### src/tluh_pkg.sv
package tluh_pkg;

  ////////////////////////////////////////////////////////////
  // Bus and register window geometry
  ////////////////////////////////////////////////////////////

  localparam int TL_DW        = 32;  // Data bits per beat
  localparam int TL_DBW       = 4;   // Bytes per beat
  localparam int TL_AW        = 32;
  localparam int TL_SZW       = 3;
  localparam int TL_AIW       = 4;
  localparam int REG_AW       = 8;   // Byte address into the register window
  localparam int REG_DEPTH    = 64;  // Implemented words
  localparam int TL_MAX_BEATS = 4;

  typedef logic [TL_DW-1:0]  tl_data_t;
  typedef logic [TL_AW-1:0]  tl_addr_t;
  typedef logic [TL_DBW-1:0] tl_mask_t;
  typedef logic [TL_SZW-1:0] tl_size_t;   // log2 of transfer bytes
  typedef logic [TL_AIW-1:0] tl_source_t;
  typedef logic [REG_AW-1:0] reg_addr_t;

  // Beats still to go after the current one
  typedef logic [$clog2(TL_MAX_BEATS)-1:0] beat_cnt_t;

  ////////////////////////////////////////////////////////////
  // Channel opcodes
  ////////////////////////////////////////////////////////////

  typedef enum logic [2:0] {
    PutFullData    = 3'h0,
    PutPartialData = 3'h1,
    ArithmeticData = 3'h2,
    LogicalData    = 3'h3,
    Get            = 3'h4
  } tl_a_op_e;

  typedef enum logic [2:0] {
    AccessAck     = 3'h0,
    AccessAckData = 3'h1
  } tl_d_op_e;

  ////////////////////////////////////////////////////////////
  // Atomic functions, carried in a_param
  ////////////////////////////////////////////////////////////

  typedef enum logic [2:0] {
    MIN  = 3'h0,  // Signed
    MAX  = 3'h1,
    MINU = 3'h2,  // Unsigned
    MAXU = 3'h3,
    ADD  = 3'h4
  } alu_arith_e;

  typedef enum logic [2:0] {
    XOR  = 3'h0,
    OR   = 3'h1,
    AND  = 3'h2,
    SWAP = 3'h3   // Store request data
  } alu_logic_e;

endpackage

### src/tluh_adapter_reg.sv
module tluh_adapter_reg import tluh_pkg::*; (
  input  logic       clk_i,
  input  logic       rst_ni,

  // A channel
  input  logic       a_valid_i,
  input  tl_a_op_e   a_opcode_i,
  input  logic [2:0] a_param_i,
  input  tl_size_t   a_size_i,
  input  tl_source_t a_source_i,
  input  tl_addr_t   a_address_i,
  input  tl_mask_t   a_mask_i,
  input  tl_data_t   a_data_i,
  output logic       a_ready_o,

  // D channel
  output logic       d_valid_o,
  output tl_d_op_e   d_opcode_o,
  output tl_size_t   d_size_o,
  output tl_source_t d_source_o,
  output tl_data_t   d_data_o,
  output logic       d_error_o,
  input  logic       d_ready_i,

  // Checker, register file and ALU
  input  logic       tl_err_i,
  input  tl_data_t   rdata_i,
  input  logic       reg_err_i,
  input  tl_data_t   alu_result_i,
  output logic       re_o,
  output logic       we_o,
  output reg_addr_t  reg_addr_o,
  output tl_data_t   wdata_o,
  output tl_mask_t   be_o,
  output logic       alu_arith_o,
  output logic [2:0] alu_function_o,
  output tl_data_t   alu_op_a_o,
  output tl_data_t   alu_op_b_o
);

  typedef enum logic [2:0] {
    IDLE,
    GET_BEAT,   // Burst Get, next beat is read on each D handshake
    PUT_BEAT,   // Burst Put, collecting A beats
    ATOMIC_WB,  // ALU result goes back to the register
    RESP        // Last D beat waiting for d_ready
  } state_e;

  state_e     state_q;
  logic       a_ack, d_ack;
  logic       idle_acc, get_next;
  logic       is_get, is_put, is_atomic, rd_op;
  beat_cnt_t  a_beats, beats_q;
  reg_addr_t  a_addr_word, addr_q;
  logic       err_q;      // Request error, sticky over the burst
  logic       beat_err;
  logic       d_valid_q, d_err_q;
  tl_data_t   d_data_q, rsp_data, op_a_q;
  tl_source_t src_q;
  tl_size_t   size_q;
  tl_d_op_e   op_q;
  logic       arith_q;
  logic [2:0] func_q;

  assign a_ack    = a_valid_i & a_ready_o;
  assign d_ack    = d_valid_q & d_ready_i;
  assign idle_acc = (state_q == IDLE) & a_ack;
  assign get_next = (state_q == GET_BEAT) & d_ack;

  assign is_get    = a_opcode_i == Get;
  assign is_put    = a_opcode_i inside {PutFullData, PutPartialData};
  assign is_atomic = a_opcode_i inside {ArithmeticData, LogicalData};
  assign rd_op     = is_get | is_atomic;

  assign a_addr_word = {a_address_i[REG_AW-1:2], 2'b00};

  // Only Get and Put may burst
  always_comb begin
    a_beats = '0;
    if (is_get || is_put) begin
      case (a_size_i)
        3'd3:    a_beats = beat_cnt_t'(1);
        3'd4:    a_beats = beat_cnt_t'(3);
        default: a_beats = '0;
      endcase
    end
  end

  // Later Get beats no longer see the request on the A channel
  assign beat_err = (state_q == GET_BEAT) ? (err_q | reg_err_i) : (tl_err_i | reg_err_i);
  assign rsp_data = (idle_acc && !rd_op) ? '0 : (beat_err ? '1 : rdata_i);

  ////////////////////////////////////////////////////////////
  // Register strobes
  ////////////////////////////////////////////////////////////

  always_comb begin
    re_o       = 1'b0;
    we_o       = 1'b0;
    reg_addr_o = addr_q;
    wdata_o    = a_data_i;
    be_o       = a_mask_i;
    unique case (state_q)
      IDLE: begin
        reg_addr_o = a_addr_word;
        re_o       = a_ack & rd_op;  // Atomics read the old value here
        we_o       = a_ack & is_put & ~tl_err_i;
      end
      GET_BEAT: re_o = d_ack;
      PUT_BEAT: we_o = a_ack & ~tl_err_i;
      ATOMIC_WB: begin
        we_o    = ~err_q;
        wdata_o = alu_result_i;
        be_o    = '1;
      end
      default: ;
    endcase
  end

  ////////////////////////////////////////////////////////////
  // Sequencing
  ////////////////////////////////////////////////////////////

  always_ff @(posedge clk_i or negedge rst_ni) begin
    if (!rst_ni) begin
      state_q   <= IDLE;
      beats_q   <= '0;
      addr_q    <= '0;
      err_q     <= 1'b0;
      d_valid_q <= 1'b0;
      d_err_q   <= 1'b0;
      arith_q   <= 1'b0;
      func_q    <= '0;
    end else begin
      unique case (state_q)
        IDLE: begin
          if (a_ack) begin
            beats_q <= a_beats;
            err_q   <= beat_err;
            addr_q  <= is_atomic ? a_addr_word : a_addr_word + reg_addr_t'(TL_DBW);
            if (is_atomic && !tl_err_i) begin
              arith_q <= a_opcode_i == ArithmeticData;
              func_q  <= a_param_i;
            end
            if (is_put && a_beats != '0) begin
              state_q <= PUT_BEAT;  // Ack comes after the last beat
            end else begin
              d_valid_q <= 1'b1;
              d_err_q   <= beat_err;
              if (is_atomic) begin
                state_q <= ATOMIC_WB;
              end else if (a_beats != '0) begin
                state_q <= GET_BEAT;
              end else begin
                state_q <= RESP;
              end
            end
          end
        end
        GET_BEAT: begin
          if (d_ack) begin
            d_err_q <= beat_err;
            beats_q <= beats_q - beat_cnt_t'(1);
            addr_q  <= addr_q + reg_addr_t'(TL_DBW);  // Wraps at the window end
            if (beats_q == beat_cnt_t'(1)) begin
              state_q <= RESP;
            end
          end
        end
        PUT_BEAT: begin
          if (a_ack) begin
            err_q   <= err_q | beat_err;
            beats_q <= beats_q - beat_cnt_t'(1);
            addr_q  <= addr_q + reg_addr_t'(TL_DBW);
            if (beats_q == beat_cnt_t'(1)) begin
              d_valid_q <= 1'b1;
              d_err_q   <= err_q | beat_err;
              state_q   <= RESP;
            end
          end
        end
        ATOMIC_WB: begin
          if (d_ack) begin
            d_valid_q <= 1'b0;
            state_q   <= IDLE;
          end else begin
            state_q <= RESP;
          end
        end
        RESP: begin
          if (d_ack) begin
            d_valid_q <= 1'b0;
            state_q   <= IDLE;
          end
        end
        default: state_q <= IDLE;
      endcase
    end
  end

  // Response payload and request echo
  always_ff @(posedge clk_i) begin
    if (idle_acc || get_next) begin
      d_data_q <= rsp_data;
    end
    if (idle_acc) begin
      src_q  <= a_source_i;
      size_q <= a_size_i;
      op_q   <= rd_op ? AccessAckData : AccessAck;
      op_a_q <= a_data_i;
    end
  end

  assign a_ready_o  = (state_q == IDLE) || (state_q == PUT_BEAT);
  assign d_valid_o  = d_valid_q;
  assign d_opcode_o = op_q;
  assign d_size_o   = size_q;
  assign d_source_o = src_q;
  assign d_data_o   = d_data_q;
  assign d_error_o  = d_err_q;

  assign alu_arith_o    = arith_q;
  assign alu_function_o = func_q;
  assign alu_op_a_o     = op_a_q;
  assign alu_op_b_o     = d_data_q;  // Old value, also the D beat

  ////////////////////////////////////////////////////////////
  // Protocol checks
  ////////////////////////////////////////////////////////////

  a_d_hold: assert property (@(posedge clk_i) disable iff (!rst_ni)
    d_valid_o && !d_ready_i |=> d_valid_o && $stable(d_data_o) && $stable(d_error_o)
  ) else $error("tluh_adapter_reg: D beat dropped or changed while stalled");

  a_ready_valid: assert property (@(posedge clk_i) disable iff (!rst_ni)
    a_ready_o && d_valid_o |-> state_q == PUT_BEAT
  ) else $error("tluh_adapter_reg: A ready while a D beat is pending");

  a_beat_cnt: assert property (@(posedge clk_i) disable iff (!rst_ni)
    state_q inside {GET_BEAT, PUT_BEAT} |-> beats_q != '0
  ) else $error("tluh_adapter_reg: beat count underflow");

endmodule

### src/tluh_alu.sv
module tluh_alu import tluh_pkg::*; (
  input  logic       arith_i,     // ArithmeticData when high, LogicalData when low
  input  logic [2:0] function_i,
  input  tl_data_t   op_a_i,      // Request data
  input  tl_data_t   op_b_i,      // Old register value
  output tl_data_t   result_o
);

  logic     signed_lt;
  logic     unsigned_lt;
  tl_data_t sum;

  assign signed_lt   = $signed(op_a_i) < $signed(op_b_i);
  assign unsigned_lt = op_a_i < op_b_i;
  assign sum         = op_a_i + op_b_i;

  always_comb begin
    result_o = op_b_i;  // Unknown function leaves the word as it was
    if (arith_i) begin
      case (function_i)
        MIN:     result_o = signed_lt ? op_a_i : op_b_i;
        MAX:     result_o = signed_lt ? op_b_i : op_a_i;
        MINU:    result_o = unsigned_lt ? op_a_i : op_b_i;
        MAXU:    result_o = unsigned_lt ? op_b_i : op_a_i;
        ADD:     result_o = sum;
        default: result_o = op_b_i;
      endcase
    end else begin
      case (function_i)
        XOR:     result_o = op_a_i ^ op_b_i;
        OR:      result_o = op_a_i | op_b_i;
        AND:     result_o = op_a_i & op_b_i;
        SWAP:    result_o = op_a_i;
        default: result_o = op_b_i;
      endcase
    end
  end

  // The adapter only latches a function the checker let through
  always_comb begin
    if (arith_i) begin
      assert (function_i <= ADD)
        else $error("tluh_alu: arithmetic function %0d out of range", function_i);
    end
  end

endmodule

### src/tluh_err.sv
module tluh_err import tluh_pkg::*; (
  input  tl_a_op_e   a_opcode_i,
  input  logic [2:0] a_param_i,
  input  tl_size_t   a_size_i,
  input  tl_addr_t   a_address_i,
  input  tl_mask_t   a_mask_i,
  output logic       err_o
);

  logic op_err;
  logic size_err;
  logic atomic_err;
  logic align_err;
  logic mask_err;
  logic range_err;

  assign op_err = !(a_opcode_i inside {PutFullData, PutPartialData, ArithmeticData,
                                       LogicalData, Get});

  // One beat up to TL_MAX_BEATS beats of a full word
  assign size_err = (a_size_i < tl_size_t'($clog2(TL_DBW))) ||
                    (a_size_i > tl_size_t'($clog2(TL_DBW * TL_MAX_BEATS)));

  // Atomics are word sized, function code must be a known one
  always_comb begin
    atomic_err = 1'b0;
    if (a_opcode_i == ArithmeticData) begin
      atomic_err = (a_size_i != tl_size_t'($clog2(TL_DBW))) || (a_param_i > ADD);
    end else if (a_opcode_i == LogicalData) begin
      atomic_err = (a_size_i != tl_size_t'($clog2(TL_DBW))) || (a_param_i > SWAP);
    end
  end

  // Every beat is a word; a burst may start on any word and wraps in the window
  assign align_err = a_address_i[$clog2(TL_DBW)-1:0] != '0;

  assign mask_err  = (a_opcode_i == PutFullData) && (a_mask_i != '1);

  // Nothing is decoded above the register window
  assign range_err = a_address_i >= tl_addr_t'(REG_DEPTH * TL_DBW);

  assign err_o = op_err | size_err | atomic_err | align_err | mask_err | range_err;

endmodule

### src/tluh_reg_file.sv
module tluh_reg_file import tluh_pkg::*; (
  input  logic      clk_i,
  input  logic      rst_ni,
  input  logic      re_i,
  input  logic      we_i,
  input  reg_addr_t addr_i,
  input  tl_data_t  wdata_i,
  input  tl_mask_t  be_i,
  output tl_data_t  rdata_o,
  output logic      err_o
);

  tl_data_t                  mem [REG_DEPTH];
  logic [REG_AW-3:0]         word_idx;

  assign word_idx = addr_i[REG_AW-1:2];

  // Address only, so the adapter can gate its strobes on it
  assign err_o = int'(word_idx) >= REG_DEPTH;

  ////////////////////////////////////////////////////////////
  // Storage
  ////////////////////////////////////////////////////////////

  always_ff @(posedge clk_i or negedge rst_ni) begin
    if (!rst_ni) begin
      for (int i = 0; i < REG_DEPTH; i++) begin
        mem[i] <= '0;
      end
    end else if (we_i && !err_o) begin
      for (int b = 0; b < TL_DBW; b++) begin
        if (be_i[b]) begin
          mem[word_idx][8*b +: 8] <= wdata_i[8*b +: 8];  // Byte lane b
        end
      end
    end
  end

  // Read port, idle bus reads as zero
  assign rdata_o = (re_i && !err_o) ? mem[word_idx] : '0;

  // The adapter never reads and writes in the same cycle, even across an atomic
  a_no_rw_overlap: assert property (
    @(posedge clk_i) disable iff (!rst_ni) !(re_i && we_i)
  ) else $error("tluh_reg_file: read and write strobes both high");

endmodule

### src/tluh_reg_top.sv
module tluh_reg_top import tluh_pkg::*; (
  input  logic       clk_i,
  input  logic       rst_ni,

  input  logic       a_valid_i,
  input  tl_a_op_e   a_opcode_i,
  input  logic [2:0] a_param_i,
  input  tl_size_t   a_size_i,
  input  tl_source_t a_source_i,
  input  tl_addr_t   a_address_i,
  input  tl_mask_t   a_mask_i,
  input  tl_data_t   a_data_i,
  output logic       a_ready_o,

  output logic       d_valid_o,
  output tl_d_op_e   d_opcode_o,
  output tl_size_t   d_size_o,
  output tl_source_t d_source_o,
  output tl_data_t   d_data_o,
  output logic       d_error_o,
  input  logic       d_ready_i
);

  logic       tl_err;
  logic       re, we;
  reg_addr_t  reg_addr;
  tl_data_t   wdata, rdata;
  tl_mask_t   be;
  logic       reg_err;
  logic       alu_arith;
  logic [2:0] alu_function;
  tl_data_t   alu_op_a, alu_op_b, alu_result;

  tluh_adapter_reg u_adapter (
    .clk_i, .rst_ni,
    .a_valid_i, .a_opcode_i, .a_param_i, .a_size_i, .a_source_i,
    .a_address_i, .a_mask_i, .a_data_i, .a_ready_o,
    .d_valid_o, .d_opcode_o, .d_size_o, .d_source_o, .d_data_o, .d_error_o, .d_ready_i,
    .tl_err_i       (tl_err),
    .rdata_i        (rdata),
    .reg_err_i      (reg_err),
    .alu_result_i   (alu_result),
    .re_o           (re),
    .we_o           (we),
    .reg_addr_o     (reg_addr),
    .wdata_o        (wdata),
    .be_o           (be),
    .alu_arith_o    (alu_arith),
    .alu_function_o (alu_function),
    .alu_op_a_o     (alu_op_a),
    .alu_op_b_o     (alu_op_b)
  );

  tluh_err u_err (
    .a_opcode_i, .a_param_i, .a_size_i, .a_address_i, .a_mask_i,
    .err_o (tl_err)
  );

  tluh_alu u_alu (
    .arith_i    (alu_arith),
    .function_i (alu_function),
    .op_a_i     (alu_op_a),
    .op_b_i     (alu_op_b),
    .result_o   (alu_result)
  );

  tluh_reg_file u_reg_file (
    .clk_i, .rst_ni,
    .re_i    (re),
    .we_i    (we),
    .addr_i  (reg_addr),
    .wdata_i (wdata),
    .be_i    (be),
    .rdata_o (rdata),
    .err_o   (reg_err)
  );

endmodule

### config.mk
export PLATFORM = sky130hd
export DESIGN_NAME = tluh_reg_top
export DESIGN_NICKNAME = d
export VERILOG_FILES = /design/src/tluh_pkg.sv /design/src/tluh_adapter_reg.sv /design/src/tluh_alu.sv /design/src/tluh_err.sv /design/src/tluh_reg_file.sv /design/src/tluh_reg_top.sv
export SDC_FILE = /design/constraint.sdc
export NUM_CORES = 2
export LEC_CHECK = 0
export ABC_AREA = 1
export ABC_CLOCK_PERIOD_IN_PS = 4100
export BUFFER_PORTS_ARGS = -buffer_cell sky130_fd_sc_hd__buf_2
export CAP_MARGIN = 20
export CORE_MARGIN = 2
export CORE_UTILIZATION = 45
export DETAILED_ROUTE_END_ITERATION = 7
export PLACE_DENSITY = 0.62
export RECOVER_POWER = 25
export SYNTH_ARGS = -nofsm -noshare
export SYNTH_HDL_FRONTEND = slang
export SYNTH_SLANG_ARGS = --single-unit
### constraint.sdc
create_clock -name clk_i -period 4.1 [get_ports clk_i]
set_clock_uncertainty 0.2 [all_clocks]
set_input_delay 0.82 -clock clk_i [delete_from_list [all_inputs] [get_ports clk_i]]
set_output_delay 0.82 -clock clk_i [all_outputs]
set_load 0.05 [all_outputs]
== Word-level counts from Yosys, hierarchy flattened ==
Index checks and enable logic that the tools add are counted.
Cells by class
  add/sub/neg operators: 4
  multiply operators: 0
  div/mod/pow operators: 0
  magnitude comparators: 9
  equality and inequality tests: 24
  shift-type cells: 0
  muxes and demuxes: 76
  bitwise gates (word level): 21
  reduce and logical (&&, ||, !) cells: 32
Operators with widths (count)
  2-to-1 mux 2048 bit: 7
  bitwise mux 2048 bit: 4
  demux 32 bit (select 6 bit): 4
  2-to-1 mux 32 bit: 11
  binary-select mux 32 bit (select 6 bit): 1
  one-hot mux 32 bit (5 select lines): 1
  one-hot mux 32 bit (4 select lines): 1
  less-than comparator 32 bit: 2
  2-to-1 mux 8 bit: 6
  adder 32 bit: 1
  bitwise AND 32 bit: 1
  greater-or-equal comparator 32 x 9 -> 1 bit, second input constant: 1
  OR 32 bit: 1
  XOR 32 bit: 1
  2-to-1 mux 3 bit: 9
  2-to-1 mux 24 bit: 1
  one-hot mux 8 bit (3 select lines): 1
  equality test 3 x 2 -> 1 bit, second input constant: 7
  adder 8 x 3 -> 8 bit, second input constant: 2
  2-to-1 mux 1 bit: 16
  2-to-1 mux 16 bit: 1
  one-hot mux 3 bit (5 select lines): 1
  equality test 3 bit, second input constant: 4
  != test 2 x 1 -> 1 bit, second input constant: 6
  other kinds (32): 76
Word-level totals
  flip-flop bits (word level): 2142
  latch bits: 0
  RAM bits: 0
  ROM bits: 0
  bits of input ports: 85
  output and inout bits: 45
  word-level logic and storage cells: 243
  memories kept: 0

== Depth between registers and ports, before layout ==
  word-level depth: 20
  mapped depth: 25
  depth with buffers taken out: 23

== By module ==
A second synthesis with hierarchy kept.
Unflattened totals
  cells, all modules: 15137
  area, all modules: 108331.4 µm²
By module, submodules not included
  tluh_reg_file: times used 1, cells each 13264, area each 96642.7 µm², seq. area each 51249.2 µm²
  tluh_alu: times used 1, cells each 1317, area each 6904.1 µm², seq. area each 0.0 µm²
  tluh_adapter_reg: times used 1, cells each 510, area each 4591.9 µm², seq. area each 2612.5 µm²
  tluh_err: times used 1, cells each 46, area each 192.7 µm², seq. area each 0.0 µm²

== Worst setup path after synthesis ==
No wires, ideal clock.
  kind: register to register
  start: reg u_adapter.state_q[1]
  end: reg u_adapter.d_data_q[12], in the netlist u_adapter.alu_op_b_o[12] (data pin)
  setup time: 0.147 ns
  arrival time: 3.994 ns
  path slack: -0.241 ns
  cell stages (with the launch flop): 12
  cell sequence: dfrtp_1 > nor2_4 > nand2_2 > buf_4 > nor2_1 > inv_1 > o21ai_1 > clkbuf_1 > nand3_1 > nor2_1 > nand2_1 > a21oi_1
On the way
  elaborated cells on any way between the ends: 17
  classes of those cells: eq/ne (2); mux (8); bitwise (4); reduce/logical (3)
RTL lines
  from (decl): line tluh_adapter_reg.sv:49  | state_e state_q;
  from (signal assigned): line tluh_adapter_reg.sv:126  | state_q <= IDLE;
  from (signal assigned): line tluh_adapter_reg.sv:146  | state_q <= PUT_BEAT;
  from (signal assigned): line tluh_adapter_reg.sv:151  | state_q <= ATOMIC_WB;
  equality test 3 x 2 -> 1 bit or zero test 3 bit (tied branches): line tluh_adapter_reg.sv:214, tluh_adapter_reg.sv:67
  logical OR 1 bit: line tluh_adapter_reg.sv:214  | assign a_ready_o = (state_q == IDLE) || (state_q == PUT_BEAT);
  bitwise AND 1 bit: line tluh_adapter_reg.sv:65  | assign a_ack = a_valid_i & a_ready_o;
  bitwise AND 1 bit (*): line tluh_adapter_reg.sv:67  | assign idle_acc = (state_q == IDLE) & a_ack;
  named net u_adapter.idle_acc: line tluh_adapter_reg.sv:51  | logic idle_acc, get_next;
  logical AND 1 bit (*): line tluh_adapter_reg.sv:91  | assign rsp_data = (idle_acc && !rd_op) ? '0 : (beat_err ? '1 : rdata_i);
  to (signal assigned): line tluh_adapter_reg.sv:204  | d_data_q <= rsp_data;
  to (decl): line tluh_adapter_reg.sv:58  | tl_data_t d_data_q, rsp_data, op_a_q;
Mark *: on every way through the listed nets, which the timed path passes. The rest lies on a longest branch. The select of a mux whose other input is x is not followed.
A chain may end at the register's enable or synchronous reset.

== Worst setup path after layout ==
  start: reg u_adapter.func_q[0], in the netlist u_adapter.alu_function_o[0]
  end: reg u_reg_file.mem[258] in the netlist's numbering
On the way
  cells in the longest elaborated chain, start to end: 15
  elaborated cells on any way between the ends: 20
  classes of those cells: eq/ne (4); mux (15); reduce/logical (1)
Ends and longest elaborated chain
  from (decl): line tluh_adapter_reg.sv:63  | logic [2:0] func_q;
  from (signal assigned): line tluh_adapter_reg.sv:143  | func_q <= a_param_i;
  equality test 3 bit (tied with other cells): line tluh_alu.sv:20  | case (function_i)
  one-hot mux 32 bit (5 select lines) or one-hot mux 32 bit (4 select lines) (tied branches): line tluh_alu.sv:20, tluh_alu.sv:29
  2-to-1 mux 32 bit (*): line tluh_alu.sv:19  | if (arith_i) begin
  2-to-1 mux 32 bit (*): line tluh_adapter_reg.sv:103  | unique case (state_q)
  bitwise mux 2048 bit (*): line tluh_reg_file.sv:33  | mem[word_idx][8*b +: 8] <= wdata_i[8*b +: 8];
  2-to-1 mux 2048 bit (*): line tluh_reg_file.sv:32  | if (be_i[b]) begin
  2-to-1 mux 2048 bit (*): line tluh_reg_file.sv:30  | end else if (we_i && !err_o) begin
  bitwise mux 2048 bit: line tluh_reg_file.sv:33
  2-to-1 mux 2048 bit (*): line tluh_reg_file.sv:32
  2-to-1 mux 2048 bit (*): line tluh_reg_file.sv:30
  bitwise mux 2048 bit: line tluh_reg_file.sv:33
  2-to-1 mux 2048 bit (*): line tluh_reg_file.sv:32
  2-to-1 mux 2048 bit (*): line tluh_reg_file.sv:30
  bitwise mux 2048 bit: line tluh_reg_file.sv:33
  2-to-1 mux 2048 bit (*): line tluh_reg_file.sv:32
  to (signal, indexed assignment): line tluh_reg_file.sv:33
  to (decl): line tluh_reg_file.sv:13  | tl_data_t mem [REG_DEPTH];
Every way passes the cells marked *; elsewhere a longest branch is shown, timed or not. The select of a mux whose other input is x is not followed.

==> summary.md <==
| Metric | Value |
|---|---|
| Critical Path Source Type | `flip-flop` |
| Kind of end point of the critical path | `flip-flop` |
| RSZ-0062 raised after global routing | `yes` |
| Largest net degree at the start of global routing | `between 90 and 100` |
| Fillers | `21900` |
| Max-cap violations | `1` |
| Total track usage | `a little over a third` |
| GRT overflow | `0` |
| Initial Util | `45.3%` |
| Non-Filler Instances | `17000` |
| EDFF count, synth | `72` |
| Slew Viols, Final | `87` |
| Top-count cell post-synth | `nand2_1` |
| Worst EP arrival | `roughly 4.6 ns` |
| DRT iter0 DRCs | `15700` |
| H-tree depth | `4` |
| Layout cells sized above 1 | `between 10% and 20%` |
| FMAX | `approximately 250 MHz` |
| Register Area | `0.0539 sq mm` |
| Tmin final | `4.07 ns` |
| Vias/cell | `6.16` |
| Final setup vio count | `0` |
| Post-synth top cells | `nand2_1 (4798), nand3_1 (2263), dfrtp_1 (2066)` |
| Post-DP HPWL | `293000 um` |
| Seq/Total Area, Yosys | `50.5%` |
| CTS root buf | `clkbuf_16` |
| CP Max Fanout | `25` |
| First-pass GRT wire length | `661000 um` |
| Max_slew headroom | `-69.8%` |
| Total leakage power | `~0.064 uW` |
| Die Area | `~0.24 sq mm` |
| Syn-to-layout area delta | `16.5%` |
| Post-route setup slack | `0.0325 ns` |
| Cells after synthesis | `13300` |
| Crit-path slowest cell | `a21oi_1` |
| Post-synthesis adder-cell area fraction | `1.19%` |
| Design Power | `44700 uW` |
| Post-Route WL | `453000 um` |
| Fraction of registers with async set/reset | `96.6%` |
| Num rows | `178` |
| Pre-CTS WS | `-0.305 ns` |
| Critical Path, Cell by Cell | `nor2_1 > inv_1 > nor2_1 > buf_4 > inv_1 > buf_4 > o22ai_1 > a2111oi_0 > a21oi_1 > a21oi_1 > nand2_8 > buf_16 > nand3_1 > nand2_1` |
| Mux cell area share after synthesis | `0%` |
| WS Path Type | `reg -> reg` |
| Post-synth top area cell | `dfrtp_1` |
| Combinational family with the most area after synthesis | `simple AND/OR/NAND/NOR gates` |
| Inserted Clock Buffers | `between 200 and 250` |
| Post-route DRC | `0` |
| Tcrit/Tclk final | `99.2%` |
| Via count | `105000` |
| Maximum vdd drop | `approximately 0.43 mV` |
| I/O Buffers | `about 130` |
| Number of top-level pins | `130` |
| Initial antenna violation count | `14` |
| Required time of the critical path | `4.68 ns` |
| CTS Buffer Depth | `3` |
| Worst skew pair latency | `0.91 ns` |
| PD cells | `360 mW/mm^2` |
| WL per Instance | `approximately 27 um` |
| Synth warn | `0` |
| RD Place Congestion | `1.01` |
| Area contributors post-synth | `dfrtp_1 (48%), nand2_1 (17%), nand3_1 (11%)` |
| Initial DRT Pass Iterations | `6` |
| Slew @ Worst Pin | `2.55 ns` |
| Placed cell count | `16500` |
| Cell Area, Synth | `0.107 sq mm` |
| Seq cells post-synth | `2138` |
| Top_reg_cell synth | `dfrtp_1` |
| Max incr delay on CP | `0.92 ns` |
| Avg Cell Area, Syn | `8.02 sq um` |
| Die Y-Extent | `491 um` |
| TritonCTS clock tree | `yes` |
| Compound-Gate Fraction of Synth Area | `9.26%` |
| Final #Nets | `between 10000 and 15000` |
| Synth Area in XOR/XNOR | `0.0328%` |
| Top-area cell type share of the netlist area | `48.4%` |
| Final hold violation count | `0` |
| Failing checks | `max-capacitance violations, max-slew violations` |
| Simple logic cell fraction of the synthesized area | `33.7%` |
| Clock slew seen by the registers of the worst setup and hold paths | `0.07 ns` |
| Area of the multi-input gates | `0.0477 sq mm` |
| HP Class | `in -> reg` |
| Core area | `about 0.24 sq mm` |
| Outcome | `finished with violations` |
| Routed Antenna Nets | `0` |
| Vias in the first global route | `99600` |
| # clock sinks | `between 2000 and 2500` |
| Die Wd | `~500 um` |
| Yosys cell types | `56` |
## cell usage in the layout, fill, tap and decap left out, types with 39 or more instances in the layout
master | Yosys | layout
nand2_1 | 4798 | 4777
nand3_1 | 2263 | 2249
dfrtp_1 | 2066 | 2065
o22ai_1 | 723 | 723
nor2_1 | 727 | 719
buf_4 | 50 | 495
inv_2 | 272 | 275
clkbuf_16 | 0 | 241
o21ai_0 | 239 | 237
inv_1 | 218 | 215
buf_12 | 0 | 185
nor2_4 | 179 | 183
a21oi_1 | 178 | 176
o22a_1 | 144 | 144
o211ai_1 | 118 | 118
clkbuf_1 | 205 | 106
ha_1 | 100 | 95
buf_2 | 277 | 93
nor2_2 | 81 | 85
edfxtp_1 | 72 | 72
or2_2 | 79 | 69
clkbuf_8 | 0 | 58
a22oi_1 | 40 | 40
clkinv_2 | 0 | 39
## routing by layer
layer  vias to the layer above  GRT usage (%)  wire (um)
met5                         -              0         32
met3                      1029           10.6      58800
met2                      6899           51.6     188000
met1                     51700           49.8     179000
met4                         4           19.4      26700
li1                      45200              -          -
## flip-flops by register name, summed over array words and instances (netlist names), 2 cells and up
name,count
u_adapter.alu_op_a_o,32
u_adapter.alu_op_b_o,32
u_reg_file.mem,2048
u_adapter.alu_function_o,3
u_adapter.beats_q,2
u_adapter.d_size_o,3
u_adapter.addr_q,6
u_adapter.state_q,3
u_adapter.d_source_o,4
## worst paths after layout
| check | startpoint | end | slack (ns) | cells past startpoint |
|---|---|---|---|---|
| min in group asynchronous | rst_ni | u_reg_file.mem[1520] | 1.01 | 2 |
| setup reg to reg | u_adapter.alu_function_o[0] | u_reg_file.mem[258] | 0.03 | 14 |
| hold reg to reg | u_reg_file.mem[2040] | u_reg_file.mem[2040] | 0.28 | 2 |
| max in group asynchronous | rst_ni | u_reg_file.mem[1924] | 0.26 | 4 |
| setup / recovery | u_adapter.alu_function_o[0] | u_reg_file.mem[258] | 0.03 | 14 |
| hold / removal | a_param_i[0] | u_adapter.alu_function_o[0] | 0.04 | 3 |
## critical path, delay by kind of cell, from the launching register on
family / cells / cell delay, ns
simple gates: 5 / 0.74
flops: 1 / 0.45
buf+inv: 5 / 1.15
compound gates: 4 / 1.38
## through the flow
stage | setup TNS (ns) | utilization, % | hold slack, ns | instance area, sq um
after floorplan | 0 | - | 0.242 | 107000
after global placement | -136.51 | 49.0 | 0.255 | 116000
after detailed placement | -287.76 | 49.0 | 0.261 | 116000
after CTS | 0 | 52.7 | 0.0111 | 124000
after global routing | -0.0674 | 52.7 | 0.0419 | 124000
final | 0 | 52.8 | 0.0406 | 124000
## cell families (layout without fill, tap and decap cells)
family                   Yosys count  count (layout)
AO/OA/AOI/OAI                   1548            1548
XOR/XNOR                           4               4
adder cells (fa/ha/maj)          101             101
buffers and inverters           1264            1814
flip-flops                      2138            2138
other                              1              17
AND/OR/NAND/NOR                 8247            8248
## area by class of cell
class,count,area share [%]
inverters,493,1.49
flip-flops and latches,2138,43.3
clock buffers,331,5.47
clock inverters,90,1.01
well taps,3150,3.17
repair buffers,900,7.16
multi-input cells,9903,38.4
diodes,15,0.0302
## report_power, final
group	leakage, uW	internal [uW]	switching, uW
Combinational	0.0306	194	1060
Clock	0.00397	13000	9280
Sequential	0.0295	21200	0.0000000282
Total	0.0641	34400	10300
## timing repair
action                     4_1_cts  5_1_grt
setup buffers                   13       10
hold endpoints to repair        80        0
hold buffers                    26        0
pin swaps                        0        6
gates resized for setup         15       52
cloned                           1       10
setup endpoints to repair     2028     1992
Note: power is estimated with default switching activity, not from simulation.
